$ cat src/rtl/ik_pkg.sv
//////////////////////////////////////////////////////////////////////
// Shared definitions for the planar IK accelerator: Q8 fixed-point
// format and multiply rule, host register map, sine/cosine polynomial
// constants and the frame schedule. Referenced by scoped name only.
//////////////////////////////////////////////////////////////////////

package ik_pkg;

	// signed fixed point with 8 fraction bits
	localparam int WORD_W     = 27;
	localparam int FRAC_W     = 8;
	localparam int NUM_JOINTS = 6;
	localparam int ANGLE_W    = 10; // 1024 units per turn

	localparam logic signed [WORD_W-1:0] ONE_Q8 = 27'sd256;

	// host register map, byte addressed
	localparam logic [6:0] ADDR_TARGET_X   = 7'd0;
	localparam logic [6:0] ADDR_TARGET_Y   = 7'd4;
	localparam logic [6:0] ADDR_JOINT_TYPE = 7'd8;
	localparam logic [6:0] ADDR_DAMPING    = 7'd9;
	localparam logic [6:0] ADDR_JOINT_BASE = 7'd13;
	localparam logic [6:0] JOINT_STRIDE    = 7'd8;  // theta then length
	localparam logic [6:0] ADDR_LAST       = 7'd60;

	// polynomial constants in Q8
	localparam logic signed [WORD_W-1:0] HALF_PI_Q8 = 27'sd402;
	localparam logic signed [WORD_W-1:0] INV6_Q8    = 27'sd43;
	localparam logic signed [WORD_W-1:0] INV24_Q8   = 27'sd11;
	localparam logic signed [WORD_W-1:0] INV120_Q8  = 27'sd2;

	// frame schedule
	localparam int FRAME_CYCLES = 48;
	localparam int FRAME_CNT_W  = $clog2(FRAME_CYCLES);
	localparam logic [FRAME_CNT_W-1:0] FRAME_LAST    = FRAME_CNT_W'(FRAME_CYCLES - 1);
	localparam logic [FRAME_CNT_W-1:0] PASS2_START   = 6'd24; // 4 cycles per joint before
	localparam logic [FRAME_CNT_W-1:0] PASS2_END     = 6'd36; // 2 cycles per column
	localparam logic [FRAME_CNT_W-1:0] PUBLISH_CYCLE = FRAME_LAST;

	// full product, arithmetic shift by FRAC_W, keep WORD_W bits
	function automatic logic signed [WORD_W-1:0] fx_mul(
		input logic signed [WORD_W-1:0] a,
		input logic signed [WORD_W-1:0] b
	);
		logic signed [2*WORD_W-1:0] prod;
		prod = a * b;
		return prod[FRAC_W +: WORD_W];
	endfunction

endpackage
$ cat src/rtl/jjt_accum.sv
//////////////////////////////////////////////////////////////////////
// Sums the 2x2 J*J^T over the Jacobian columns of a frame, latches
// the damped result and position error on publish, and serves the
// latched grid to the host through a registered row/column mux.
//////////////////////////////////////////////////////////////////////

`timescale 1ns/1ps

module jjt_accum (
	input  logic clk,
	input  logic reset,

	input  logic signed [ik_pkg::WORD_W-1:0] col_x,
	input  logic signed [ik_pkg::WORD_W-1:0] col_y,
	input  logic col_valid,
	input  logic frame_start,
	input  logic publish,
	input  logic signed [ik_pkg::WORD_W-1:0] end_x,
	input  logic signed [ik_pkg::WORD_W-1:0] end_y,

	input  logic signed [ik_pkg::WORD_W-1:0] target_x,
	input  logic signed [ik_pkg::WORD_W-1:0] target_y,
	input  logic signed [ik_pkg::WORD_W-1:0] damping,

	input  logic [2:0] row_select,
	input  logic [2:0] col_select,
	output logic [ik_pkg::WORD_W-1:0] data
);

	logic signed [ik_pkg::WORD_W-1:0] sxx, sxy, syy;
	logic signed [ik_pkg::WORD_W-1:0] r_xx, r_xy, r_yy, err_x, err_y;

	always_ff @(posedge clk) begin
		if (reset) begin
			sxx   <= '0;
			sxy   <= '0;
			syy   <= '0;
			r_xx  <= '0;
			r_xy  <= '0;
			r_yy  <= '0;
			err_x <= '0;
			err_y <= '0;
			data  <= '0;
		end else begin
			if (frame_start) begin
				sxx <= '0;
				sxy <= '0;
				syy <= '0;
			end else if (col_valid) begin
				sxx <= sxx + ik_pkg::fx_mul(col_x, col_x);
				sxy <= sxy + ik_pkg::fx_mul(col_x, col_y);
				syy <= syy + ik_pkg::fx_mul(col_y, col_y);
			end

			// damping on the diagonal only
			if (publish) begin
				r_xx  <= sxx + damping;
				r_xy  <= sxy;
				r_yy  <= syy + damping;
				err_x <= target_x - end_x;
				err_y <= target_y - end_y;
			end

			case ({row_select, col_select})
				6'o00:        data <= r_xx;
				6'o01, 6'o10: data <= r_xy; // symmetric
				6'o11:        data <= r_yy;
				6'o20:        data <= err_x;
				6'o21:        data <= err_y;
				default:      data <= '0;
			endcase
		end
	end

endmodule

$ cat config.mk
export PLATFORM = sky130hd
export DESIGN_NAME = jjt_accum
export DESIGN_NICKNAME = d
export VERILOG_FILES = /design/src/rtl/ik_pkg.sv /design/src/rtl/jjt_accum.sv
export SDC_FILE = /design/constraint.sdc
export NUM_CORES = 2
export LEC_CHECK = 0
export ABC_AREA = 0
export BUFFER_PORTS_ARGS = -buffer_cell sky130_fd_sc_hd__buf_2
export CORE_MARGIN = 8
export CORE_UTILIZATION = 60
export DETAILED_ROUTE_END_ITERATION = 10
export PLACE_DENSITY = 0.86
export SLEW_MARGIN = 30
export SYNTH_ARGS = -nofsm -noshare
export SYNTH_HDL_FRONTEND = slang
export SYNTH_SLANG_ARGS = --single-unit
$ cat constraint.sdc
create_clock -name clk -period 9.1 [get_ports clk]
set_input_delay 0 -clock clk [delete_from_list [all_inputs] [get_ports clk]]
set_output_delay 0 -clock clk [all_outputs]
set_load 0.05 [all_outputs]
==> impl_metrics.ini <==
[critical_path]
cp_data_required_time_ns = 9.52
critical_path.startpoint = col_y[12]
capturing_element_type_of_the_critical_path = flip-flop
start_kind = input port
timing_worst_setup_path_type = input port to flip-flop
slowest_delay_ns = 0.63
worst_path_max_delay_cell = fa_1
rr_worst_depth = 12
critPathMaxFanout = 28
cp_data_arrival_time_ns = 9.10
worst-r2r-setup-slack_ns = 5.17
r2r_start = sxx[1]$_SDFFE_PP0P_
critPathMostFrequentCell = fa_1
r2r-end = r_xx[25]$_SDFFE_PP0P_

[synthesis]
synth_largest_area_cell = fa_1
synth_seq_area_share_pct = 7.49
syn-mean-instance-area_sq_um = 8.85
syn-instance-count = 7339
synth_top_cells_by_area = fa_1 41%, ha_1 11%, inv_1 10%
synth_commonest_cells = 1799 x inv_1, 1330 x fa_1, 662 x nand2_1
synthesis.yosys.warnings = 0
yosys_most_used_dff = dfxtp_1
synthArstFlopShare_pct = 0
synth_top_area_share_pct = 41.0
syn-num-nets = 9461
ys_types = 87
synth.most_common_cell = inv_1
syn_area_sq_um = 65000
synth-seq-cells = 243
synth_enable_flop_cells = 0

[place]
placement.io_buffers = 226
placed_cells = 8798
dp_hpwl_mm = 145
dp_worst_setup_slack_ns = 0.0245
gp_congestion = 0.954

[clock_network]
cts_root_buffer = clkbuf_16
clkSinkCount = 243
clock_tree.htree_level_count = 1
clock_pin_slew_of_the_registers_on_the_worst_case_setup_and_hold_paths_ns = 0.06
tritoncts.num_buffers = 27
cts.repair_timing.setup_buffer_count = 0
skew_pair_late_insertion_delay_ns = 0.58
cts_tree = built
cts_buffer_depth = 3

[worst_hold_path]
min-delay-path-class = input port to flip-flop
timing.hold.worst_endpoint = err_y[18]$_SDFFE_PP0P_
min_delay_path_depth = 5
min_from = target_y[18]

[timing]
layout_worst_path_cycle_share_pct = 95.5
rsz_0062_raised_after_global_routing = no
max_freq_mhz = 115
tightestPinTransition_ns = 1.04
post-route-worst-setup-slack_ns = 0.413
maxSlewHeadroom_pct = 30.7
report.final.setup_viol = 0
totalNegativeSetupSlack_ns = 0
final_max_slew_viol_count = 0
final_hold_viol_count = 0
hold_ws_ns = 0.00114
skew_ns = 0.0265
period_minus_slack_ns = 8.69

[floorplanning]
die_width_um = 345
die-height_um = 345
initial_core_util_pct = 60.6
row_count = 120
core-area_sq_um = 107000
io_pins = 227
dieArea_sq_um = 119000

[status]
result_of_the_run = finished, final reports clean

[routing]
route.detailed.wl_per_inst_um = 19.7
route.detailed.drc = 0
final_antenna_net_count = 0
drtPass1Iterations = 7
route.final.wire_length_mm = 175
detailroute.via_count = 50700
drt_first_iter_violations = 3675
drt-vias-per-instance = 5.70

[cells_and_area]
drive_above_1_share_pct = 6.37
layout.cells.non_filler = 8896
syn_to_final_growth_pct = 6.84
design.final.nets = 9588

[global_routing]
grt_first_pass_wirelength_mm = 282
pin_count_of_the_biggest_net_entering_global_routing = 82
grt_usage_pct = 29.2
initial_antenna_violation_count = 11
global_route.overflow_total = 0
first_global_vias = 55000

[flow_run]
drv_cap = 0
-- worst max-delay path: cells and delay by family --
kind	cells	cell delay, ns
buffers and inverters	7	0.91
AO/OA/AOI/OAI	5	1.31
AND/OR/NAND/NOR	13	2.03
adder cells (fa/ha/maj)	9	4.36
XOR/XNOR	2	0.44
-- worst max path at each step --
| stage | to | slack, ns | depth (start not counted) |
|---|---|---|---|
| after floorplan | syy[26]$_SDFFE_PP0P_ | 0.63 | 36 |
| after global routing | syy[26]$_SDFFE_PP0P_ | 0.009 | 35 |
| after global placement | syy[26]$_SDFFE_PP0P_ | 0.24 | 36 |
| final | syy[26]$_SDFFE_PP0P_ | 0.41 | 36 |
| after detailed placement | syy[26]$_SDFFE_PP0P_ | 0.02 | 36 |
| after CTS | syy[26]$_SDFFE_PP0P_ | 0.60 | 36 |
-- cells by family (layout without fill, tap and decap cells) --
logic type | after synthesis | after routing | synth area share [%]
xor+xnor | 310 | 310 | 4.20
flops | 243 | 243 | 7.49
simple gates | 1897 | 1897 | 14.0
buf+inv | 2104 | 2250 | 12.2
fa+ha+maj | 1922 | 1922 | 52.4
other cells | 0 | 8 | 0
compound gates | 693 | 693 | 7.10
mux | 170 | 170 | 2.67
-- metrics by stage --
step                area, sq um  utilization [%]
floorplan                 65000                -
global placement          68000             63.4
detailed placement        68000             63.4
CTS                       69400             64.7
global route              69400             64.7
finish                    69400             64.7
-- state kept, by name, summed over array words and instances (netlist names) --
register and flops:
data 27, err_x 27, err_y 27, r_xx 27
r_xy 27, r_yy 27, sxx 27, sxy 27
syy 27
-- repair_timing --
| item | in CTS | in global routing |
|---|---|---|
| hold buffers | 42 | 0 |
| endpoints found under the setup margin | 0 | 1 |
| endpoints found under the hold margin | 88 | 0 |
| gates resized for setup | 0 | 1 |
-- final cells by class --
class / count / area [sq um]
Inverter: 1804 / 6770
Fill cell: 8237 / 37800
Clock inverter: 16 / 251
Tap cell: 1403 / 1760
Clock buffer: 32 / 714
Timing Repair Buffer: 398 / 2820
Antenna cell: 8 / 20.0
Sequential cell: 243 / 4860
Multi-Input combinational cell: 4992 / 52200
-- placed cells by master, fill, tap and decap left out, drive strengths merged, types with 24 or more instances in the layout --
master,instances
mux2,27
a21oi,199
fa,1330
a22oi,56
dfxtp,243
xnor2,227
mux2i,143
xor2,82
inv,1807
nor3,73
clkbuf,33
a21o,89
nor2,420
o21a,42
a211oi,34
nor2b,48
nand2,662
ha,592
o21ai,107
and2,473
nand2b,47
a31oi,24
buf,355
nand3,54
dlygate4sd3,42
-- per-layer routing --
layer	part of all wire [%]	wire [um]	up-vias	track usage, %
met3	9.0	15800	699	5.26
li1	-	-	22400	-
met1	36	63000	25100	34.9
met2	48	84400	2523	49.7
met5	0.027	47	-	0
met4	7.0	12200	6	16.2
Power is not shown: default switching activity piles up to over one toggle a cycle in this logic, so the estimate is an artifact.
