<file path="config.mk">
export PLATFORM = sky130hd
export DESIGN_NAME = jacobian_seq
export DESIGN_NICKNAME = d
export VERILOG_FILES = /design/src/rtl/ik_pkg.sv /design/src/rtl/jacobian_seq.sv
export SDC_FILE = /design/constraint.sdc
export NUM_CORES = 2
export LEC_CHECK = 0
export BUFFER_PORTS_ARGS = -buffer_cell sky130_fd_sc_hd__buf_2
export CORE_UTILIZATION = 59
export DETAILED_ROUTE_END_ITERATION = 8
export PLACE_DENSITY = 0.78
export SETUP_SLACK_MARGIN = 0.1
export SYNTH_ARGS = -nofsm -noshare
export SYNTH_HDL_FRONTEND = slang
export SYNTH_SLANG_ARGS = --single-unit
export TNS_END_PERCENT = 20
</file>
<file path="constraint.sdc">
create_clock -name clk -period 14.7 [get_ports clk]
set_input_delay 1.47 -clock clk [delete_from_list [all_inputs] [get_ports clk]]
set_output_delay 1.47 -clock clk [all_outputs]
set_load 0.1 [all_outputs]
</file>
<file path="src/rtl/ik_pkg.sv">
//////////////////////////////////////////////////////////////////////
// Shared definitions for the planar IK accelerator: Q8 fixed-point
// format and multiply rule, host register map, sine/cosine polynomial
// constants and the frame schedule. Referenced by scoped name only.
//////////////////////////////////////////////////////////////////////

package ik_pkg;

	// signed fixed point with 8 fraction bits
	localparam int WORD_W     = 27;
	localparam int FRAC_W     = 8;
	localparam int NUM_JOINTS = 6;
	localparam int ANGLE_W    = 10; // 1024 units per turn

	localparam logic signed [WORD_W-1:0] ONE_Q8 = 27'sd256;

	// host register map, byte addressed
	localparam logic [6:0] ADDR_TARGET_X   = 7'd0;
	localparam logic [6:0] ADDR_TARGET_Y   = 7'd4;
	localparam logic [6:0] ADDR_JOINT_TYPE = 7'd8;
	localparam logic [6:0] ADDR_DAMPING    = 7'd9;
	localparam logic [6:0] ADDR_JOINT_BASE = 7'd13;
	localparam logic [6:0] JOINT_STRIDE    = 7'd8;  // theta then length
	localparam logic [6:0] ADDR_LAST       = 7'd60;

	// polynomial constants in Q8
	localparam logic signed [WORD_W-1:0] HALF_PI_Q8 = 27'sd402;
	localparam logic signed [WORD_W-1:0] INV6_Q8    = 27'sd43;
	localparam logic signed [WORD_W-1:0] INV24_Q8   = 27'sd11;
	localparam logic signed [WORD_W-1:0] INV120_Q8  = 27'sd2;

	// frame schedule
	localparam int FRAME_CYCLES = 48;
	localparam int FRAME_CNT_W  = $clog2(FRAME_CYCLES);
	localparam logic [FRAME_CNT_W-1:0] FRAME_LAST    = FRAME_CNT_W'(FRAME_CYCLES - 1);
	localparam logic [FRAME_CNT_W-1:0] PASS2_START   = 6'd24; // 4 cycles per joint before
	localparam logic [FRAME_CNT_W-1:0] PASS2_END     = 6'd36; // 2 cycles per column
	localparam logic [FRAME_CNT_W-1:0] PUBLISH_CYCLE = FRAME_LAST;

	// full product, arithmetic shift by FRAC_W, keep WORD_W bits
	function automatic logic signed [WORD_W-1:0] fx_mul(
		input logic signed [WORD_W-1:0] a,
		input logic signed [WORD_W-1:0] b
	);
		logic signed [2*WORD_W-1:0] prod;
		prod = a * b;
		return prod[FRAC_W +: WORD_W];
	endfunction

endpackage
</file>
<file path="src/rtl/jacobian_seq.sv">
//////////////////////////////////////////////////////////////////////
// Frame sequencer. Pass 1 issues the cumulative joint angles to the
// sincos pipe and chains the joint positions out to the end effector.
// Pass 2 emits one Jacobian column every other cycle. A publish pulse
// on the last cycle hands the end effector to the accumulator.
//////////////////////////////////////////////////////////////////////

`timescale 1ns/1ps

module jacobian_seq (
	input  logic clk,
	input  logic reset,

	input  logic [ik_pkg::NUM_JOINTS-1:0] joint_type,
	input  logic [ik_pkg::NUM_JOINTS-1:0][ik_pkg::WORD_W-1:0] theta,
	input  logic [ik_pkg::NUM_JOINTS-1:0][ik_pkg::WORD_W-1:0] length,

	input  logic signed [ik_pkg::WORD_W-1:0] sin_val,
	input  logic signed [ik_pkg::WORD_W-1:0] cos_val,
	input  logic trig_valid,

	output logic [ik_pkg::ANGLE_W-1:0] angle,
	output logic angle_valid,

	output logic signed [ik_pkg::WORD_W-1:0] col_x,
	output logic signed [ik_pkg::WORD_W-1:0] col_y,
	output logic col_valid,
	output logic frame_start,
	output logic publish,
	output logic signed [ik_pkg::WORD_W-1:0] end_x,
	output logic signed [ik_pkg::WORD_W-1:0] end_y
);

	logic [ik_pkg::FRAME_CNT_W-1:0] cnt, cnt_next, col_off;
	logic [2:0] issue_j, trig_j, col_j;
	logic issue, col_issue;

	// per-joint state captured in pass 1
	logic signed [ik_pkg::WORD_W-1:0] cos_j [ik_pkg::NUM_JOINTS];
	logic signed [ik_pkg::WORD_W-1:0] sin_j [ik_pkg::NUM_JOINTS];
	logic signed [ik_pkg::WORD_W-1:0] base_x [ik_pkg::NUM_JOINTS];
	logic signed [ik_pkg::WORD_W-1:0] base_y [ik_pkg::NUM_JOINTS];

	logic signed [ik_pkg::WORD_W-1:0] cur_x, cur_y, from_x, from_y;

	// outputs are registered, so decode against the cycle they appear in
	assign cnt_next = (cnt == ik_pkg::FRAME_LAST) ? '0 : cnt + 1'b1;

	assign issue   = (cnt_next < ik_pkg::PASS2_START) && (cnt_next[1:0] == 2'b00);
	assign issue_j = 3'(cnt_next >> 2);
	assign trig_j  = 3'(cnt >> 2); // result lands at 4i+2

	assign col_off   = cnt_next - ik_pkg::PASS2_START;
	assign col_j     = 3'(col_off >> 1);
	assign col_issue = (cnt_next >= ik_pkg::PASS2_START) && (cnt_next < ik_pkg::PASS2_END)
		&& !cnt_next[0];

	assign from_x = (trig_j == 3'd0) ? '0 : cur_x; // p_0 at origin
	assign from_y = (trig_j == 3'd0) ? '0 : cur_y;

	assign end_x = cur_x;
	assign end_y = cur_y;

	always_ff @(posedge clk) begin
		if (reset) begin
			cnt         <= ik_pkg::FRAME_LAST; // next edge opens frame 0
			angle       <= '0;
			angle_valid <= 1'b0;
			col_valid   <= 1'b0;
			frame_start <= 1'b0;
			publish     <= 1'b0;
			cur_x       <= '0;
			cur_y       <= '0;
		end else begin
			cnt         <= cnt_next;
			frame_start <= (cnt_next == '0);
			publish     <= (cnt_next == ik_pkg::PUBLISH_CYCLE);
			angle_valid <= issue;
			col_valid   <= col_issue;

			// running sum wraps mod one turn
			if (issue)
				angle <= ((issue_j == 3'd0) ? '0 : angle)
					+ theta[issue_j][ik_pkg::ANGLE_W-1:0];

			if (trig_valid) begin
				cur_x <= from_x + ik_pkg::fx_mul(length[trig_j], cos_val);
				cur_y <= from_y + ik_pkg::fx_mul(length[trig_j], sin_val);
			end
		end
	end

	always_ff @(posedge clk) begin
		if (trig_valid) begin
			cos_j[trig_j]  <= cos_val;
			sin_j[trig_j]  <= sin_val;
			base_x[trig_j] <= from_x;
			base_y[trig_j] <= from_y;
		end

		if (col_issue) begin
			if (joint_type[col_j]) begin
				// z cross (e - p_i)
				col_x <= base_y[col_j] - cur_y;
				col_y <= cur_x - base_x[col_j];
			end else begin
				col_x <= cos_j[col_j]; // slide along the link
				col_y <= sin_j[col_j];
			end
		end
	end

endmodule

</file>
==> run summary <==
The total vias in the final route came out at 53556. The initial cell density of the core came out at 59.7%. Before CTS, the worst setup slack after placement is 2.58 ns. The proportion of synthesized flip-flops having asynchronous set or reset is 0%. On the worst path, the slowest cell contributes a delay of 0.82 ns.

The total number of clock tree sinks is 776. For the pin with the worst max-slew slack, the measured transition is 1.22 ns. The clock-pin slew reported for the worst setup and hold paths after clock tree synthesis came out at 0.07 ns. The combinational family with the most area after synthesis is adder cells. The relative area change from synthesis to final layout is 8.05%. The detailed router finished its first iteration with 5436 violations.

The setup total negative slack is 0 ns. In this run the core area contains 127 standard-cell rows. The data arrival time of the critical path is 12.62 ns. The clock passes through at most 3 buffers. The total DRC errors in the routed layout came out at 0.

After detailed placement, the design holds a cell count of 8818. The worst hold path class is flop to flop. The complex-gate fraction of the synthesized area is 8.08%. The sequential area share after synthesis came out at 31.5%. Detailed placement ended at an HPWL of 148000 um.

The die boundary width is 351 um. The capturing element type of the critical path is a flop. The floorplan die area came out at 0.123 sq mm. The final routed wire length divided by cell count came out at 23.1 um. The initial antenna violation count is 22. The critical path data required time came out at 15.25 ns. Among the stages of the critical path, the cell type that occurs most often is ha_1. Pin placement for this block handled 509 I/O pins. The worst hold path begins at angle[3]. Using the TritonRoute via totals, the vias-per-cell ratio works out to 5.98. Setup violations remaining at the end of the flow were counted as 0. The global placer's final weighted congestion came out at 0.931. The maximum number of pins on one net before global-route repair came out at 150.

The number of standard cells in the final layout excluding fillers is 8957. The average size of a mapped cell came out at 10.1 sq um. The number of enable flip-flop cells after synthesis came out at 702. Post-CTS timing repair inserted 0 buffers for setup. The total of cells resized after clock tree synthesis came out at 0. The cell at the slowest stage of the critical path is nand2_1.

Before antenna repair, the detailed router went through 6 iterations. The origin of the critical flop-to-flop path is cnt[4]. Summed over all layers, the routed wires come to 207000 um. STA classifies the critical path startpoint as a flop. Measured against the total synthesized area, the mux share comes to 1.90%.

The count of yosys warnings during synthesis is 0. The count of input and output buffers came out at 406. The minimum clock period is 12.07 ns. The fraction of the cycle the final worst path needs is 82.1%. The final layout contains 8987 nets. The gate count of the mapped netlist is 7107. In this run the clock root is driven by a clkbuf_16. The total congestion overflow came out at 0. The post-synthesis xor/xnor area fraction came out at 2.79%. The total CTS buffers is 69. The core area is 0.120 sq mm. In this run the cell area of the synthesized design comes to 0.0717 sq mm. The number of nets handed over by synthesis was 8817. The maximum fanout along the worst path is 28. The upper clock frequency limit came out at 0.0828 GHz.

The arithmetic-cell share of the synthesized area counting full adders, half adders and majority gates came out at 33.0%. The wire length of the first global-routing pass is 312000 um. The TritonCTS clock tree is yes. The beginning of the critical path is cnt[4]. The number of max-cap violations came out at 0. Setup repair after global routing left no endpoint under its margin. The final critical-path setup slack came out at 2.63 ns. The number of global-route vias before repair is 54708. For this run, the leading register cell type out of synthesis is edfxtp_1.

The count of nets left with antenna violations after detail routing is 0. The die extent in y is 351 um. Global routing consumed, over all layers together, 33.8% of the routing resources. The worst-case hold slack is 0.514 ns. The max-slew violation count is 0. The fraction of final layout cells sized beyond drive strength 1 came out at 9.67%.

The share of synthesized cell area in and, or, nand and nor gates came out at 14.4%. The final number of hold-violating endpoints is 0. The number of buffers inserted for hold repair after clock tree synthesis is 0. In this run, synthesis produced a sequential element count of 776. The clock reaches the later pin of the worst-skew pair after 0.64 ns.

In this run the tightest slew margin relative to its limit is 18.9%. The H-tree was split into 3 levels. The run finished with clean final reports.

The critical path is of the flop to flop type. The final clock skew came out at 0.0296 ns. The post-synthesis cell type count came out at 84.
[cells in the mapped netlist, types with 54 or more instances]
cell type	n	area, sq um
fa_1	947	19000
mux2i_1	66	661
a311oi_1	71	622
inv_1	1177	4420
clkbuf_1	332	1250
and3_1	55	344
edfxtp_1	702	21100
a31oi_1	84	526
dfxtp_1	74	1480
and2_1	517	3230
o21ai_0	115	576
nand3_1	68	340
a211oi_1	54	405
xnor2_1	158	1380
ha_1	376	4700
nor2_1	322	1210
nand2_1	1072	4020
a21oi_1	282	1410
[flip-flops by register name, indices dropped and copies added, names as in the netlist]
| signal | cells |
|---|---|
| base_x | 162 |
| base_y | 162 |
| cos_j | 162 |
| sin_j | 162 |
| col_x | 27 |
| col_y | 27 |
| end_x | 27 |
| end_y | 27 |
| angle | 10 |
| cnt | 6 |
| angle_valid | 1 |
| col_valid | 1 |
| frame_start | 1 |
| publish | 1 |
[cell type report]
type | count | area (sq um)
multi-input combinational | 4756 | 43400
fill | 9210 | 42700
sequential | 776 | 22600
inverter | 1177 | 4420
timing repair buffer | 497 | 2760
tap | 1612 | 2020
clock buffer | 93 | 1920
clock inverter | 32 | 285
antenna | 14 | 35.0
[cells by family (layout without fill, tap and decap cells)]
| group | Yosys count | after routing |
|---|---|---|
| adder cells (fa/ha/maj) | 1323 | 1323 |
| AO/OA/AOI/OAI | 882 | 882 |
| flip-flops | 776 | 776 |
| multiplexers | 116 | 116 |
| other | 0 | 14 |
| AND/OR/NAND/NOR | 2219 | 2219 |
| buffers and inverters | 1575 | 1799 |
| XOR/XNOR | 216 | 216 |
[per-stage QoR]
step,instance area (sq um),util (%)
global route,77400,64.4
floorplan,71700,-
detailed placement,75200,62.6
global placement,75200,62.6
CTS,77400,64.4
finish,77400,64.5
[layout by cell type (no fill, tap or decap), types with 90 or more instances in the layout]
cell type     n
o21ai_0     112
edfxtp_1    702
fa_1        947
nand2_1    1071
nor2_1      320
and2_1      517
inv_1      1177
ha_1        375
xnor2_1     157
a21oi_1     279
buf_4        90
buf_2       404
[layer usage]
metal / track usage [%] / part of all wire, % / vias to the layer above
li1: - / - / 23180
met1: 43.2 / 36 / 26571
met2: 54.4 / 46 / 3206
met3: 7.03 / 12 / 583
met4: 17.9 / 5.8 / 16
met5: 0 / 0.068 / -
[path summary, 6_finish.rpt]
path,to,slack (ns),depth (start not counted)
worst max-delay path,end_y[26],2.63,35
worst max register to register,end_y[26],2.63,35
worst min-delay path,angle[3],0.51,2
worst min register to register,angle[3],0.51,2
[critical path: cells and delay by family (launching register included)]
| kind | cells | cell delay, ns |
|---|---|---|
| buffers and inverters | 3 | 0.57 |
| adders and majority gates | 9 | 3.15 |
| DFF | 1 | 0.78 |
| xor gates and xnor gates | 1 | 0.44 |
| and+or+nand+nor | 8 | 2.73 |
| AOI/OAI and AO/OA | 14 | 4.25 |
Power is left out: the tool's default activity adds up to more than one toggle a clock period on the data nets, which glitch-free logic cannot reach.
