**src/rtl/ik_pkg.sv**
```systemverilog
//////////////////////////////////////////////////////////////////////
// Shared definitions for the planar IK accelerator: Q8 fixed-point
// format and multiply rule, host register map, sine/cosine polynomial
// constants and the frame schedule. Referenced by scoped name only.
//////////////////////////////////////////////////////////////////////

package ik_pkg;

	// signed fixed point with 8 fraction bits
	localparam int WORD_W     = 27;
	localparam int FRAC_W     = 8;
	localparam int NUM_JOINTS = 6;
	localparam int ANGLE_W    = 10; // 1024 units per turn

	localparam logic signed [WORD_W-1:0] ONE_Q8 = 27'sd256;

	// host register map, byte addressed
	localparam logic [6:0] ADDR_TARGET_X   = 7'd0;
	localparam logic [6:0] ADDR_TARGET_Y   = 7'd4;
	localparam logic [6:0] ADDR_JOINT_TYPE = 7'd8;
	localparam logic [6:0] ADDR_DAMPING    = 7'd9;
	localparam logic [6:0] ADDR_JOINT_BASE = 7'd13;
	localparam logic [6:0] JOINT_STRIDE    = 7'd8;  // theta then length
	localparam logic [6:0] ADDR_LAST       = 7'd60;

	// polynomial constants in Q8
	localparam logic signed [WORD_W-1:0] HALF_PI_Q8 = 27'sd402;
	localparam logic signed [WORD_W-1:0] INV6_Q8    = 27'sd43;
	localparam logic signed [WORD_W-1:0] INV24_Q8   = 27'sd11;
	localparam logic signed [WORD_W-1:0] INV120_Q8  = 27'sd2;

	// frame schedule
	localparam int FRAME_CYCLES = 48;
	localparam int FRAME_CNT_W  = $clog2(FRAME_CYCLES);
	localparam logic [FRAME_CNT_W-1:0] FRAME_LAST    = FRAME_CNT_W'(FRAME_CYCLES - 1);
	localparam logic [FRAME_CNT_W-1:0] PASS2_START   = 6'd24; // 4 cycles per joint before
	localparam logic [FRAME_CNT_W-1:0] PASS2_END     = 6'd36; // 2 cycles per column
	localparam logic [FRAME_CNT_W-1:0] PUBLISH_CYCLE = FRAME_LAST;

	// full product, arithmetic shift by FRAC_W, keep WORD_W bits
	function automatic logic signed [WORD_W-1:0] fx_mul(
		input logic signed [WORD_W-1:0] a,
		input logic signed [WORD_W-1:0] b
	);
		logic signed [2*WORD_W-1:0] prod;
		prod = a * b;
		return prod[FRAC_W +: WORD_W];
	endfunction

endpackage
```
**src/rtl/sincos.sv**
```systemverilog
//////////////////////////////////////////////////////////////////////
// Two-stage Q8 sine and cosine of a 10-bit binary angle. Stage 1
// scales the in-quadrant angle to radians and forms x^2, x^3; stage 2
// evaluates the Taylor polynomials and folds in the quadrant.
// Accepts one angle per cycle, results 2 cycles later.
//////////////////////////////////////////////////////////////////////

`timescale 1ns/1ps

module sincos (
	input  logic clk,
	input  logic reset,

	input  logic [ik_pkg::ANGLE_W-1:0] angle,
	input  logic angle_valid,

	output logic signed [ik_pkg::WORD_W-1:0] sin_val,
	output logic signed [ik_pkg::WORD_W-1:0] cos_val,
	output logic trig_valid
);

	logic signed [ik_pkg::WORD_W-1:0] r_word;
	logic signed [ik_pkg::WORD_W-1:0] x_c, x2_c, x3_c;

	// stage 1 registers
	logic [1:0] quad1;
	logic signed [ik_pkg::WORD_W-1:0] x1, x2_1, x3_1;
	logic valid1;

	logic signed [ik_pkg::WORD_W-1:0] x4, x5, s_poly, c_poly;

	// low 8 bits are the angle within the quadrant
	assign r_word = {{(ik_pkg::WORD_W - ik_pkg::ANGLE_W + 2){1'b0}},
		angle[ik_pkg::ANGLE_W-3:0]};

	assign x_c  = ik_pkg::fx_mul(r_word, ik_pkg::HALF_PI_Q8); // to radians
	assign x2_c = ik_pkg::fx_mul(x_c, x_c);
	assign x3_c = ik_pkg::fx_mul(x2_c, x_c);

	always_ff @(posedge clk) begin
		if (reset)
			valid1 <= 1'b0;
		else
			valid1 <= angle_valid;
	end

	always_ff @(posedge clk) begin
		quad1 <= angle[ik_pkg::ANGLE_W-1 -: 2];
		x1    <= x_c;
		x2_1  <= x2_c;
		x3_1  <= x3_c;
	end

	assign x4 = ik_pkg::fx_mul(x3_1, x1);
	assign x5 = ik_pkg::fx_mul(x4, x1);

	assign s_poly = x1 - ik_pkg::fx_mul(x3_1, ik_pkg::INV6_Q8)
		+ ik_pkg::fx_mul(x5, ik_pkg::INV120_Q8);
	assign c_poly = ik_pkg::ONE_Q8 - (x2_1 >>> 1)
		+ ik_pkg::fx_mul(x4, ik_pkg::INV24_Q8);

	always_ff @(posedge clk) begin
		if (reset)
			trig_valid <= 1'b0;
		else
			trig_valid <= valid1;
	end

	always_ff @(posedge clk) begin
		case (quad1)
			2'd0: begin
				sin_val <= s_poly;
				cos_val <= c_poly;
			end
			2'd1: begin
				sin_val <= c_poly;
				cos_val <= -s_poly;
			end
			2'd2: begin
				sin_val <= -s_poly;
				cos_val <= -c_poly;
			end
			default: begin
				sin_val <= -c_poly;
				cos_val <= s_poly;
			end
		endcase
	end

endmodule

```
**config.mk**
```make
export PLATFORM = sky130hd
export DESIGN_NAME = sincos
export DESIGN_NICKNAME = d
export VERILOG_FILES = /design/src/rtl/ik_pkg.sv /design/src/rtl/sincos.sv
export SDC_FILE = /design/constraint.sdc
export NUM_CORES = 1
export LEC_CHECK = 0
export BUFFER_PORTS_ARGS = -buffer_cell sky130_fd_sc_hd__buf_4
export CORE_MARGIN = 4
export CORE_UTILIZATION = 55
export DETAILED_ROUTE_END_ITERATION = 8
export PLACE_DENSITY = 0.8
export SYNTH_ARGS = -nofsm -noshare
export SYNTH_HDL_FRONTEND = slang
export SYNTH_SLANG_ARGS = --single-unit
```
**constraint.sdc**
```tcl
create_clock -name clk -period 37.4 [get_ports clk]
set_clock_uncertainty 0.1 [all_clocks]
set_input_delay 3.74 -clock clk [delete_from_list [all_inputs] [get_ports clk]]
set_output_delay 3.74 -clock clk [all_outputs]
set_load 0.02 [all_outputs]
```
==> metrics.csv, run 1 <==
metric,value,unit
first-pass GRT wire length,66720,um
Initial Util,55.65,%
CTS root buf,clkbuf_16,
Setup-failing EPs final,0,
Crit Path Category,in -> reg,
fin crit period,15.92,ns
fin. max-slew vios,0,
post-CTS sizing,0,
WP buf/inv,6,
initial DRC count,620,
total gr overflow,0,
number of synthesized flops with an enable pin,0,
number of core rows,65,
wire length per cell,16.01,um
Syn Inst Count,1960,
core area,31470,sq um
die width,186.5,um
hold_buf cts,0,
slowest CP cell,xor2_1,
FF-to-FF setup slack,23.65,ns
"Top FF cell, synth",dfxtp_1,
vias,13470,
TNS Setup,0,ns
H-tree depth,3,
family with the most delay on the worst path,adder cells,
initial antenna violation count,0,
Ys Warns,0,
Final nets,2525,
element type at the critical path end,flop,
Crit path largest cell delay,0.86,ns
worst slew pin tran,1.109,ns
Netlist cell types,80,
Initial DRT Pass Iterations,5,
largest net degree at the start of global routing,63,
Area Growth Syn to Fin,6.229,%
Die ar.,34770,sq um
DRT Wirelength,38330,um
CP arrival,16.05,ns
IO Port Bufs,67,
vias per inst,5.624,
IO Pins,68,
CTS tree,yes,
Syn Nets,2497,
total CTS buffers,9,
Setup crit start kind,input port,
GPL Wtd Cong,0.8485,
Hold Path Class,reg -> reg,
vias in the first global route,14420,
WP data required,37.53,ns
"Clk pin slew, worst setup/hold paths",0.07,ns
Post-synth ARST share,0,%
RSZ-0062 raised after global routing,no,
Hold Fails Final Rpt,0,
ANT nets after route,0,
clk buf depth,2,
synthesized flop and latch total,85,
Syn Area/Cell,8.937,sq um
# DRC,0,
worst-skew pair later-pin latency,0.35,ns
hpwl dp,31030,um
ant diodes,0,
Crit Path Max Fanout,15,
Num Clock Sinks,85,
post-synthesis sequential area ratio,9.715,%
fmax,0.06281,GHz
fin crit share,42.57,%
die height,186.5,um
Max-Cap Viols,0,
Synth Cell Area,17520,sq um
Tot GR Track Use,22.46,%
Post-CTS Setup Inserts,0,
status,completed,
share of post-route cells with drive strength above 1,7.376,%
cell mode on critical path,fa_1,
# fillers,2659,
Slew Limit Headroom,25.94,%
==> layer usage <==
layer  part of all wire [%]  vias up  track usage, %  wire length (um)
met1                     42     6692           28.33             15950
met2                     52      326           41.53             20040
met5                      0        -               0                 0
li1                       -     6386               -                 -
met3                    3.8       66           2.001              1462
met4                    2.3        0           5.944               886
==> per-stage QoR <==
stage | instances | utilization (%) | area (sq um) | hold slack, ns | setup slack (ns)
final | 2395 | 59.12 | 18610 | 0.3468 | 21.48
after global routing | 2395 | 59.12 | 18610 | 0.3697 | 20.70
after CTS | 2395 | 59.12 | 18610 | 0.3491 | 21.51
after detailed placement | 2379 | 58.22 | 18330 | 0.3472 | 21.17
after global placement | 2379 | 58.22 | 18330 | 0.3195 | 21.54
after floorplan | 1960 | - | 17520 | 0.3138 | 22.57
==> worst reg2reg max path, delay by kind of cell, from the launching register on <==
kind | cells | cell delay (ns)
xor gates and xnor gates | 3 | 1.32
adders and majority gates | 12 | 5.58
AOI/OAI and AO/OA | 15 | 3.17
muxes | 1 | 0.26
DFF | 1 | 1.04
buffers and inverters | 7 | 0.41
and+or+nand+nor | 7 | 1.75
==> Yosys cell counts, drive strengths merged, types with 10 or more instances <==
cell type  instances  area share, %
nand2b            15           0.54
o221ai            16           0.80
nand3             18           0.54
fa               251             29
or2               10           0.36
nor3              33            1.0
and2             128            4.6
a21o              22           0.94
ha               273             20
dfxtp             85            9.7
xor2              33            1.7
nand2            191            4.1
xnor2             65            3.4
o21a              15           0.64
a21oi             55            1.6
inv              340            7.3
clkbuf            59            1.6
nor2             123            2.7
a211oi            19           0.87
nor2b             17           0.61
a32oi             15           0.75
and3              11           0.41
o21ai             52            1.6
==> layout make-up <==
| type | count | area (sq um) | area share, % |
|---|---|---|---|
| Timing Repair Buffer | 83 | 623.1 | 3.349 |
| Clock buffer | 10 | 229.0 | 1.231 |
| Clock inverter | 6 | 52.55 | 0.2824 |
| Sequential cell | 85 | 1703 | 9.152 |
| Inverter | 341 | 1280 | 6.879 |
| Tap cell | 402 | 503.0 | 2.703 |
| Multi-Input combinational cell | 1468 | 14220 | 76.40 |
==> cells by family (layout without fill, tap and decap cells) <==
logic type / after synthesis / after routing / share of synthesized area (%)
adder cells (fa/ha/maj): 524 / 524 / 48.19
XOR/XNOR: 99 / 99 / 5.243
AO/OA/AOI/OAI: 250 / 250 / 10.04
flip-flops: 85 / 85 / 9.715
multiplexers: 13 / 13 / 1.322
AND/OR/NAND/NOR: 582 / 582 / 16.37
buffers and inverters: 407 / 440 / 9.122
==> path summary, 6_finish.rpt <==
| path | from | depth (start not counted) | to |
|---|---|---|---|
| min | valid1 | 1 | trig_valid |
| max | angle[1] | 44 | x3_1[7] |
| min reg2reg | valid1 | 1 | trig_valid |
| max reg2reg | x1[2] | 45 | sin_val[10] |
==> sequential cells by signal, indices dropped and copies added (netlist names) <==
signal / count
x3_1: 11
x1: 9
quad1: 2
sin_val: 26
cos_val: 26
trig_valid: 1
valid1: 1
x2_1: 9
==> layout by cell type, fill, tap and decap left out, drive strengths merged, types with 8 or more instances in the layout <==
cell type,n
fa,251
xor2,33
nor3,33
nand2,191
o221ai,16
inv,344
o21a,15
a21oi,55
and3,11
or3,8
or2,10
clkbuf,10
dfxtp,85
a21o,22
nand3,18
mux4,8
a211oi,19
xnor2,65
nand2b,15
o211ai,9
nor2,123
a32oi,15
buf,83
nor2b,17
and2,128
ha,273
o21ai,52
Power of run 1 is not shown: default switching activity piles up to over one toggle a cycle in this logic, so the estimate is an artifact.
==> run 2: changes to the inputs <==
==> constraint.sdc (replaced) <==
create_clock -name clk -period 15 [get_ports clk]
set_clock_uncertainty 0.1 [all_clocks]
set_input_delay 1.5 -clock clk [delete_from_list [all_inputs] [get_ports clk]]
set_output_delay 1.5 -clock clk [all_outputs]
set_load 0.02 [all_outputs]
==> metrics.csv, run 2 (synthesized netlist as in run 1, its figures left out) <==
metric,value,unit,change
final instance area,18620,sq um,about the same
ant diodes,0,,unchanged
Placed Area,18340,sq um,about the same
Hold Fails Final Rpt,0,,unchanged
Num Clock Sinks,85,,unchanged
area of the multi-input gates,14220,sq um,unchanged
"most common cell after layout, fill and taps aside",inv_1,,
core area,31470,sq um,unchanged
ANT nets after route,0,,unchanged
H-tree depth,3,,unchanged
wire length per cell,16.16,um,+0.95%
slowest CP cell,xor2_1,,
DRT Wirelength,38730,um,+1.0%
CTS tree,yes,,
worst-skew pair later-pin latency,0.35,ns,about the same
hpwl dp,31120,um,+0.30%
fin crit share,92.04,%,
hold_buf cts,0,,unchanged
element type at the critical path end,flop,,
fin worst setup slack,1.194,ns,-20.29 ns
cell mode on critical path,fa_1,,
fin crit period,13.81,ns,
Slew Limit Headroom,21.93,%,-4.0 points
Hold Path Class,reg -> reg,,
worst slew pin tran,1.167,ns,+0.05781 ns
placed cells,2381,,+0.084%
# fillers,2647,,-0.45%
initial DRC count,751,,+21%
Initial DRT Pass Iterations,5,,unchanged
initial antenna violation count,0,,unchanged
# DRC,0,,unchanged
number of core rows,65,,unchanged
Area Growth Syn to Fin,6.286,%,about the same
"commonest cells after routing, fill and taps aside","inv_1 (339), ha_1 (273), fa_1 (251)",,
fin. max-slew vios,0,,unchanged
WP data required,15.13,ns,-22.40 ns
vias in the first global route,14580,,+1.1%
vias per inst,5.662,,+0.67%
biggest regs,"cos_val (26), sin_val (26), x3_1 (11)",,
status,completed,,
Post-CTS Setup Inserts,0,,unchanged
RSZ-0062 raised after global routing,no,,
die height,186.5,um,unchanged
share of post-route cells with drive strength above 1,7.419,%,+0.043 points
largest net degree at the start of global routing,63,,unchanged
total CTS buffers,9,,unchanged
Tot GR Track Use,22.58,%,+0.12 points
Setup-failing EPs final,0,,unchanged
IO Pins,68,,unchanged
GPL Wtd Cong,0.8606,,+1.4%
Final nets,2527,,+0.079%
CP arrival,13.94,ns,-2.11 ns
Die ar.,34770,sq um,unchanged
Max-Cap Viols,0,,unchanged
register area,1703,sq um,unchanged
"Clk pin slew, worst setup/hold paths",0.07,ns,about the same
Crit path largest cell delay,0.94,ns,+0.08 ns
first-pass GRT wire length,66980,um,+0.38%
Setup crit start kind,input port,,
Crit Path Max Fanout,15,,unchanged
TNS Setup,0,ns,unchanged
Place WS,0.8771,ns,-20.29 ns
vias,13570,,+0.76%
die width,186.5,um,unchanged
clk buf depth,2,,unchanged
total gr overflow,0,,unchanged
Post-Layout Cell Count,2397,,+0.084%
Initial Util,55.65,%,unchanged
IO Port Bufs,67,,unchanged
Crit Path Category,in -> reg,,
fmax,0.07243,GHz,
post-CTS sizing,0,,unchanged
CTS root buf,clkbuf_16,,
[run 2: critical path, delay by kind of cell]
kind	cells	cell delay, ns
adders and majority gates	15	6.35
AOI/OAI and AO/OA	12	2.53
and+or+nand+nor	8	1.67
xor gates and xnor gates	3	1.49
buffers and inverters	6	0.36
[run 2: final cells by class]
class | count | area share (%)
repair buffers | 85 | 3.428
inverters | 341 | 6.875
multi-input cells | 1468 | 76.36
well taps | 402 | 2.702
clock inverters | 5 | 0.2352
clock buffers | 11 | 1.250
flip-flops and latches | 85 | 9.147
[run 2: metrics by stage]
| stage | utilization [%] | hold WS, ns |
|---|---|---|
| 4_1_cts | 59.15 | 0.3453 |
| 2_1_floorplan | - | 0.3138 |
| 3_5_place_dp | 58.27 | 0.3305 |
| 3_3_place_gp | 58.27 | 0.3217 |
| 6_report | 59.15 | 0.3403 |
| 5_1_grt | 59.15 | 0.3603 |
[run 2: metal layers]
| metal | vias up | track usage [%] | wire length [um] |
|---|---|---|---|
| li1 | 6390 | - | - |
| met3 | 74 | 2.263 | 1667 |
| met2 | 363 | 42.35 | 20350 |
| met5 | - | 0 | 0 |
| met4 | 0 | 6.456 | 943 |
| met1 | 6745 | 27.59 | 15770 |
[run 2: final timing paths]
| check | startpoint | end | slack [ns] | cells after the start |
|---|---|---|---|---|
| min | valid1 | trig_valid | 0.34 | 1 |
| min reg2reg | valid1 | trig_valid | 0.34 | 1 |
| max reg2reg | x1[2] | sin_val[10] | 1.55 | 48 |
| max | angle[1] | x3_1[7] | 1.19 | 44 |
Power of run 2 is left out for the same reason.
