`src/rtl/ik_pkg.sv`:
```
//////////////////////////////////////////////////////////////////////
// Shared definitions for the planar IK accelerator: Q8 fixed-point
// format and multiply rule, host register map, sine/cosine polynomial
// constants and the frame schedule. Referenced by scoped name only.
//////////////////////////////////////////////////////////////////////

package ik_pkg;

	// signed fixed point with 8 fraction bits
	localparam int WORD_W     = 27;
	localparam int FRAC_W     = 8;
	localparam int NUM_JOINTS = 6;
	localparam int ANGLE_W    = 10; // 1024 units per turn

	localparam logic signed [WORD_W-1:0] ONE_Q8 = 27'sd256;

	// host register map, byte addressed
	localparam logic [6:0] ADDR_TARGET_X   = 7'd0;
	localparam logic [6:0] ADDR_TARGET_Y   = 7'd4;
	localparam logic [6:0] ADDR_JOINT_TYPE = 7'd8;
	localparam logic [6:0] ADDR_DAMPING    = 7'd9;
	localparam logic [6:0] ADDR_JOINT_BASE = 7'd13;
	localparam logic [6:0] JOINT_STRIDE    = 7'd8;  // theta then length
	localparam logic [6:0] ADDR_LAST       = 7'd60;

	// polynomial constants in Q8
	localparam logic signed [WORD_W-1:0] HALF_PI_Q8 = 27'sd402;
	localparam logic signed [WORD_W-1:0] INV6_Q8    = 27'sd43;
	localparam logic signed [WORD_W-1:0] INV24_Q8   = 27'sd11;
	localparam logic signed [WORD_W-1:0] INV120_Q8  = 27'sd2;

	// frame schedule
	localparam int FRAME_CYCLES = 48;
	localparam int FRAME_CNT_W  = $clog2(FRAME_CYCLES);
	localparam logic [FRAME_CNT_W-1:0] FRAME_LAST    = FRAME_CNT_W'(FRAME_CYCLES - 1);
	localparam logic [FRAME_CNT_W-1:0] PASS2_START   = 6'd24; // 4 cycles per joint before
	localparam logic [FRAME_CNT_W-1:0] PASS2_END     = 6'd36; // 2 cycles per column
	localparam logic [FRAME_CNT_W-1:0] PUBLISH_CYCLE = FRAME_LAST;

	// full product, arithmetic shift by FRAC_W, keep WORD_W bits
	function automatic logic signed [WORD_W-1:0] fx_mul(
		input logic signed [WORD_W-1:0] a,
		input logic signed [WORD_W-1:0] b
	);
		logic signed [2*WORD_W-1:0] prod;
		prod = a * b;
		return prod[FRAC_W +: WORD_W];
	endfunction

endpackage
```
`src/rtl/ik_reg_file.sv`:
```
//////////////////////////////////////////////////////////////////////
// Parameter store for the IK accelerator. The host writes one byte
// per cycle; each 4-byte group fills a word top byte first, the top
// byte giving only 3 bits. All words are driven out continuously.
//////////////////////////////////////////////////////////////////////

`timescale 1ns/1ps

module ik_reg_file (
	input  logic clk,
	input  logic reset,

	input  logic chipselect,
	input  logic write,
	input  logic [6:0] address,
	input  logic [7:0] writedata,

	output logic [ik_pkg::WORD_W-1:0] target_x,
	output logic [ik_pkg::WORD_W-1:0] target_y,
	output logic [ik_pkg::WORD_W-1:0] damping,
	output logic [ik_pkg::NUM_JOINTS-1:0] joint_type,
	output logic [ik_pkg::NUM_JOINTS-1:0][ik_pkg::WORD_W-1:0] theta,
	output logic [ik_pkg::NUM_JOINTS-1:0][ik_pkg::WORD_W-1:0] length
);

	logic [6:0] joint_off;
	logic [2:0] joint_sel;
	logic [2:0] joint_byte; // 0..3 theta, 4..7 length

	assign joint_off  = address - ik_pkg::ADDR_JOINT_BASE;
	assign joint_sel  = 3'(joint_off / ik_pkg::JOINT_STRIDE);
	assign joint_byte = 3'(joint_off % ik_pkg::JOINT_STRIDE);

	// replace one byte lane of a word
	function automatic logic [ik_pkg::WORD_W-1:0] put_byte(
		input logic [ik_pkg::WORD_W-1:0] word,
		input logic [1:0] lane,
		input logic [7:0] wd
	);
		logic [ik_pkg::WORD_W-1:0] w;
		w = word;
		case (lane)
			2'd0:    w[ik_pkg::WORD_W-1:24] = wd[2:0]; // only 3 bits land
			2'd1:    w[23:16] = wd;
			2'd2:    w[15:8] = wd;
			default: w[7:0] = wd;
		endcase
		return w;
	endfunction

	always_ff @(posedge clk) begin
		if (reset) begin
			target_x   <= '0;
			target_y   <= '0;
			damping    <= '0;
			joint_type <= '0;
			theta      <= '0;
			length     <= '0;
		end else if (chipselect && write && address <= ik_pkg::ADDR_LAST) begin
			if (address < ik_pkg::ADDR_TARGET_Y)
				target_x <= put_byte(target_x, 2'(address - ik_pkg::ADDR_TARGET_X), writedata);
			else if (address < ik_pkg::ADDR_JOINT_TYPE)
				target_y <= put_byte(target_y, 2'(address - ik_pkg::ADDR_TARGET_Y), writedata);
			else if (address == ik_pkg::ADDR_JOINT_TYPE)
				joint_type <= writedata[ik_pkg::NUM_JOINTS-1:0];
			else if (address < ik_pkg::ADDR_JOINT_BASE)
				damping <= put_byte(damping, 2'(address - ik_pkg::ADDR_DAMPING), writedata);
			else if (joint_byte[2])
				length[joint_sel] <= put_byte(length[joint_sel], joint_byte[1:0], writedata);
			else
				theta[joint_sel] <= put_byte(theta[joint_sel], joint_byte[1:0], writedata);
		end
	end

endmodule

```
`config.mk`:
```
export PLATFORM = sky130hd
export DESIGN_NAME = ik_reg_file
export DESIGN_NICKNAME = d
export VERILOG_FILES = /design/src/rtl/ik_pkg.sv /design/src/rtl/ik_reg_file.sv
export SDC_FILE = /design/constraint.sdc
export NUM_CORES = 1
export LEC_CHECK = 0
export BUFFER_PORTS_ARGS = -buffer_cell sky130_fd_sc_hd__buf_2
export CORE_ASPECT_RATIO = 2
export CORE_MARGIN = 3
export CORE_UTILIZATION = 25
export CTS_BUF_LIST = sky130_fd_sc_hd__clkbuf_16
export CTS_CLUSTER_DIAMETER = 120
export DETAILED_ROUTE_END_ITERATION = 16
export SLEW_MARGIN = 30
export SYNTH_ARGS = -nofsm -noshare
export SYNTH_HDL_FRONTEND = slang
export SYNTH_SLANG_ARGS = --single-unit
export TNS_END_PERCENT = 30
```
`constraint.sdc`:
```
create_clock -name clk -period 2.6 [get_ports clk]
set_input_delay 0.52 -clock clk [delete_from_list [all_inputs] [get_ports clk]]
set_output_delay 0.52 -clock clk [all_outputs]
set_load 0.01 [all_outputs]
```
==> metrics.yaml, run 1 <==
status: "complete, no violations"
rr_endpoint: "length[41]"
syn_inst: 2052
slew_violations: 0
grt_max_degree: 100
drive_above_1_share: 0.288
area_growth_pct: 29.5
swShare: 0.268
fin_area_sq_um: 23300
leakage_nw: 9.55
synth_top_area_frac: 0.457
seq_area_frac_synth: 0.457
via_per_inst: 5.29
cp_slowest_stage_delay_ns: 0.43
postCtsSetupBuffers: 0
slew_headroom: 0.533
endpoint_kind: "register"
combinationalPowerShare: 0.088
worst_pin_slew_ns: 0.700
dieArea_sq_um: 75500
syn_area_sq_um: 18000
ys_seq_elements: 411
path_cells: "buf_4, buf_4, and3b_2, mux2_2, buf_12, a222oi_1, a211o_1, o21ai_1"
layout_commonest_cell: "buf_2"
hold_path.startpoint: "writedata[0]"
layoutNonFillerInstCount: 3407
p_int_mw: 9.77
synth_edf_count: 0
yosys_warnings: 0
grt-ovfl-total: 0
switching_power_mw: 3.58
hpwlAfterDp_um: 61300
tritoncts: "yes"
root_buffer: "clkbuf_16"
reg2reg_depth: 4
fmax_mhz: 473
syn-num-nets: 2071
routed_wl_um: 83500
drt_iter0_markers: 1072
arrival_ns: 2.56
setup.worst_path.class: "input port to register"
hold-path-endpoint: "target_y[24]"
ios: 430
fp-row-count: 138
synth-main-ff-cell: "dfxtp_1"
hold_buffers: 0
synth.area.top_cells: "dfxtp_1 (46%), nand3_1 (9.6%), o21ai_0 (8.2%)"
synth.distinct_cells: 71
drc_errors: 0
nets: 2482
clockBufferDepth: 3
die_h_um: 386
grt_pass1_wl_um: 119000
core_area_sq_um: 71100
r2r-start: "length[14]"
pwr-share-seq: 0.473
insertion_delay_ns: 0.59
initial_core_util: 0.253
h-tree-depth: 2
antenna_left: 0
clkPwrFrac: 0.439
required_ns: 3.05
min_path_cells: 3
cts-resized-gates: 0
place.gp.congestion: 0.846
hp-class: "input port to register"
critPathLaunchType: "input port"
cts_sinks: 411
critical-path-slowest-cell: "a222oi_1"
port-buffer-count: 429
fin_skew_ns: 0.0141
p_per_area_nw_per_um2: 572
hold_viol: 0
dp.cells: 3330
reg2reg_slack_ns: 0.94
dr.pass1.iters: 5
die_width_um: 196
antenna_found_initial: 9
finalCriticalPeriod_ns: 2.12
rsz0062_at_grt: "false"
async_flop_share: 0
crit_top_cell: "buf_4"
fillers: 7604
wl_per_cell_um: 24.5
final_cell_mix: "buf_2 (426), dfxtp_1 (411), nand3_1 (343)"
placed_cell_area_sq_um: 22100
groute.usage.overall: 0.210
setup_violations: 0
maxCapViolCount: 0
avgSynthCellArea_sq_um: 8.78
fin_crit_sh: 0.814
via_count: 18000
grt_pass1_vias: 17000
yosysTopAreaCell: "dfxtp_1"
peakVddDrop_v: 0.000525
cts-buffers-inserted: 41
clkSlewWorstSetupHoldPaths_ns: 0.07
worst-path-max-fanout: 24
## metrics by stage
step,hold slack [ns],total power [mW],utilization,setup TNS [ns],setup WS [ns]
global placement,0.442,7.63,0.310,-0.345,-0.0623
detailed placement,0.444,7.63,0.310,-0.426,-0.0802
CTS,0.298,13.5,0.328,0,0.524
global route,0.317,13.8,0.328,0,0.402
floorplan,0.481,7.06,-,0,0.443
finish,0.326,13.4,0.328,0,0.485
## cell type report
cell class | count | area [sq um] | area share
clock buffer | 41 | 1030 | 0.0439
tap | 910 | 1140 | 0.0488
antenna | 6 | 15.0 | 0.000643
inverter | 11 | 48.8 | 0.00209
sequential | 411 | 8230 | 0.352
timing repair buffer | 582 | 3740 | 0.160
clock inverter | 30 | 234 | 0.0100
multi-input combinational | 1416 | 8910 | 0.382
## sequential cells by signal, indices dropped and copies added (netlist names)
name	cells
theta	162
length	162
target_y	27
damping	27
joint_type	6
target_x	27
## power by group through the flow
stage          logic [mW]  registers, mW  clock network (mW)
2_1_floorplan       0.602           6.46                   0
3_3_place_gp         1.17           6.46                   0
3_5_place_dp         1.17           6.46                   0
4_1_cts              1.18           6.32                6.02
5_1_grt              1.24           6.31                6.21
6_report             1.18           6.32                5.86
## critical path: cells and delay by family
kind / cells / cell delay (ns)
simple gates: 1 / 0.28
mux: 1 / 0.31
compound gates: 3 / 0.89
buf+inv: 3 / 0.52
## worst max-delay path by stage
stage	startpoint	endpoint	slack, ns	cells past startpoint
final	address[5]	length[41]	0.48	8
after global routing	address[1]	length[128]	0.40	8
after CTS	address[4]	length[41]	0.52	8
after detailed placement	address[4]	length[41]	-0.08	8
after global placement	address[4]	length[149]	-0.06	8
after floorplan	address[4]	theta[104]	0.44	8
## cells in the mapped netlist (5+ instances only)
| cell type | n |
|---|---|
| and3_1 | 5 |
| o21ai_1 | 42 |
| and2_1 | 43 |
| a22oi_1 | 22 |
| o31ai_4 | 10 |
| a221o_1 | 30 |
| o31ai_2 | 6 |
| o31ai_1 | 10 |
| nor2b_1 | 28 |
| nor2_1 | 115 |
| o21ai_0 | 296 |
| nand3b_1 | 15 |
| mux2i_1 | 72 |
| dfxtp_1 | 411 |
| o211ai_1 | 8 |
| inv_1 | 10 |
| clkbuf_1 | 140 |
| a32o_1 | 19 |
| a32oi_1 | 49 |
| a22o_1 | 14 |
| nor3_1 | 11 |
| a221oi_1 | 9 |
| buf_1 | 18 |
| a222oi_1 | 8 |
| a21oi_1 | 82 |
| nand2_1 | 47 |
| nand3_1 | 345 |
| buf_2 | 47 |
| a41o_1 | 13 |
| nand4_1 | 6 |
| a211o_1 | 16 |
| buf_4 | 7 |
| o2bb2ai_1 | 23 |
| mux2_2 | 20 |
## layer usage
layer,global-route usage,up-vias,wire (um)
met2,0.368,750,40900
met3,0.0495,144,6320
li1,-,8449,-
met4,0.0752,2,3080
met1,0.250,8674,33200
met5,0,-,13
## kinds of logic (layout without fill, tap and decap cells)
family,after synthesis,in the layout,synth area share
buffers and inverters,225,664,0.0521
AO/OA/AOI/OAI,671,671,0.249
flip-flops,411,411,0.457
other,0,6,0
multiplexers,95,95,0.0558
XOR/XNOR,3,3,0.00250
AND/OR/NAND/NOR,646,646,0.183
adder cells (fa/ha/maj),1,1,0.000555
Note: power is estimated with default switching activity, not from simulation.
==> run 2, diff against run 1 <==
--- a/config.mk
+++ b/config.mk
@@ -5,6 +5,7 @@
 export SDC_FILE = /design/constraint.sdc
 export NUM_CORES = 1
 export LEC_CHECK = 0
+export ABC_AREA = 1
 export BUFFER_PORTS_ARGS = -buffer_cell sky130_fd_sc_hd__buf_2
 export CORE_ASPECT_RATIO = 2
 export CORE_MARGIN = 3
==> constraint.sdc (replaced) <==
create_clock -name clk -period 2 [get_ports clk]
set_input_delay 0.4 -clock clk [delete_from_list [all_inputs] [get_ports clk]]
set_output_delay 0.4 -clock clk [all_outputs]
set_load 0.01 [all_outputs]
==> run 2 against run 1 <==
Effect of this change: final cell count up 43%; critical endpoint is now theta[61]; hold slack got worse by 0.10 ns; wire length increased by 5.8%; critical path type unchanged; first-iteration DRC count up 53%; critical path depth increased by 6.
==> metrics.yaml, run 2 <==
critical-path-slowest-cell: "o21ai_1"
grt_max_degree: 69
hold_viol: 0
peakVddDrop_v: 0.000671
synth.distinct_cells: 24
async_flop_share: 0
syn_area_sq_um: 20500
fp-row-count: 147
slew_violations: 0
via_count: 22700
die_h_um: 411
hpwlAfterDp_um: 64500
dp.cells: 4801
final_cell_mix: "nand2_1 (916), nor2_1 (743), nand3_1 (546)"
drt_iter0_markers: 1639
fmax_mhz: 599
arrival_ns: 2.16
endpoint_kind: "register"
met3_usage: 0.0474
path_buf_inv: 5
p_per_area_nw_per_um2: 687
nets: 3822
worst-path-max-fanout: 28
setup_violations: 0
crit_top_cell: "nand2_1"
fin_crit_sh: 0.835
grt_busiest_layer: "met2"
maxCapViolCount: 0
postCtsSetupBuffers: 0
synth-main-ff-cell: "dfxtp_1"
routed_wl_um: 88300
reg2reg_slack_ns: 0.79
cts-resized-gates: 0
grt_pass1_vias: 21800
hp-class: "input port to register"
root_buffer: "clkbuf_16"
fin_skew_ns: 0.00790
die_width_um: 208
grt_pass1_wl_um: 133000
yosysMostFrequentCell: "nand2_1"
synth_top_area_frac: 0.402
dieArea_sq_um: 85600
yosys_warnings: 0
clockBufferDepth: 3
ys_seq_elements: 411
avgSynthCellArea_sq_um: 6.07
tritoncts: "yes"
core_area_sq_um: 80700
drive_above_1_share: 0.183
dr.pass1.iters: 5
cp_top_family: "simple AND/OR/NAND/NOR gates"
synthTopCellsByCount: "nand2_1 (917), nor2_1 (745), nand3_1 (546), dfxtp_1 (411), inv_1 (368)"
insertion_delay_ns: 0.59
grt_use_met1: 0.225
critPathLaunchType: "input port"
clkSlewWorstSetupHoldPaths_ns: 0.06
slew_headroom: 0.600
via_per_inst: 4.65
required_ns: 2.49
area_growth_pct: 29.4
hold_buffers: 0
use_met2: 0.352
timing.setup.tns_ns: 0
cp_slowest_stage_delay_ns: 0.26
syn_inst: 3373
drc_errors: 0
path_cells: "buf_2, o21ai_1, buf_4, nand2_8, buf_12, buf_4, nand3_1, nand2_1, nand2_1, nand3_1, nand2_1, nand3_1, nand2_1, inv_1"
cts-buffers-inserted: 43
port-buffer-count: 429
ios: 430
seq_area_frac_synth: 0.402
synth_edf_count: 0
rsz0062_at_grt: "false"
layoutNonFillerInstCount: 4880
h-tree-depth: 2
syn-num-nets: 3392
groute.usage.overall: 0.200
setup.worst_path.class: "input port to register"
antenna_found_initial: 2
worst_pin_slew_ns: 0.601
synth.area.top_cells: "dfxtp_1 (40%), nand2_1 (17%), nor2_1 (14%)"
grt-ovfl-total: 0
yosysTopAreaCell: "dfxtp_1"
leakage_nw: 14.3
layout_commonest_cell: "nand2_1"
initial_core_util: 0.254
wl_per_cell_um: 18.1
status: "complete, no violations"
reg.largest.list: "length: 162 flops, theta: 162 flops"
antenna_left: 0
cts_sinks: 411
place.gp.congestion: 0.869
finalCriticalPeriod_ns: 1.67
[run 2: cell type report]
| cell class | count | area [sq um] |
|---|---|---|
| Clock buffer | 43 | 1080 |
| Tap cell | 1043 | 1310 |
| Clock inverter | 35 | 324 |
| Fill cell | 8932 | 54200 |
| Timing Repair Buffer | 608 | 4240 |
| Inverter | 375 | 1410 |
| Antenna cell | 1 | 2.50 |
| Multi-Input combinational cell | 2364 | 9920 |
| Sequential cell | 411 | 8230 |
[run 2: worst paths after layout]
| check | start | endpoint | cells past startpoint |
|---|---|---|---|
| setup / recovery | address[1] | theta[61] | 14 |
| hold / removal | reset | length[131] | 4 |
| hold reg to reg | damping[11] | damping[11] | 2 |
| setup reg to reg | theta[140] | theta[5] | 8 |
[run 2: report_power, final]
| group | total (mW) | internal (mW) | switching, mW |
|---|---|---|---|
| clock network | 8.26 | 4.50 | 3.76 |
| logic | 1.66 | 0.530 | 1.13 |
| registers | 8.31 | 8.25 | 0.0596 |
| total | 18.2 | 13.3 | 4.94 |
[run 2: tightest hold or removal path: cells and delay by family]
kind,cells,cell delay [ns]
buffers and inverters,2,0.20
and+or+nand+nor,2,0.17
[run 2: cells by family (layout without fill, tap and decap cells)]
kind of cell / count (synthesis) / after routing / share of synthesized area
AOI/OAI and AO/OA: 129 / 129 / 0.0315
buffers and inverters: 598 / 1061 / 0.116
DFF: 411 / 411 / 0.402
other: 0 / 1 / 0
and+or+nand+nor: 2235 / 2235 / 0.451
[run 2: through the flow]
stage	setup WS, ns	hold WS, ns	area (sq um)	power (mW)	util
floorplan	0.153	0.468	20500	9.26	-
finish	0.329	0.221	26500	18.2	0.328
CTS	0.289	0.171	26500	18.5	0.328
detailed placement	-0.252	0.431	25100	10.2	0.311
global placement	-0.264	0.429	25100	10.1	0.311
global route	0.211	0.215	26500	18.9	0.328
[run 2: routing by layer]
| metal | routed length (um) | share of wire |
|---|---|---|
| met1 | 34800 | 0.39 |
| met2 | 42900 | 0.49 |
| met3 | 6200 | 0.070 |
| met4 | 4470 | 0.051 |
| met5 | 12 | 0.00014 |
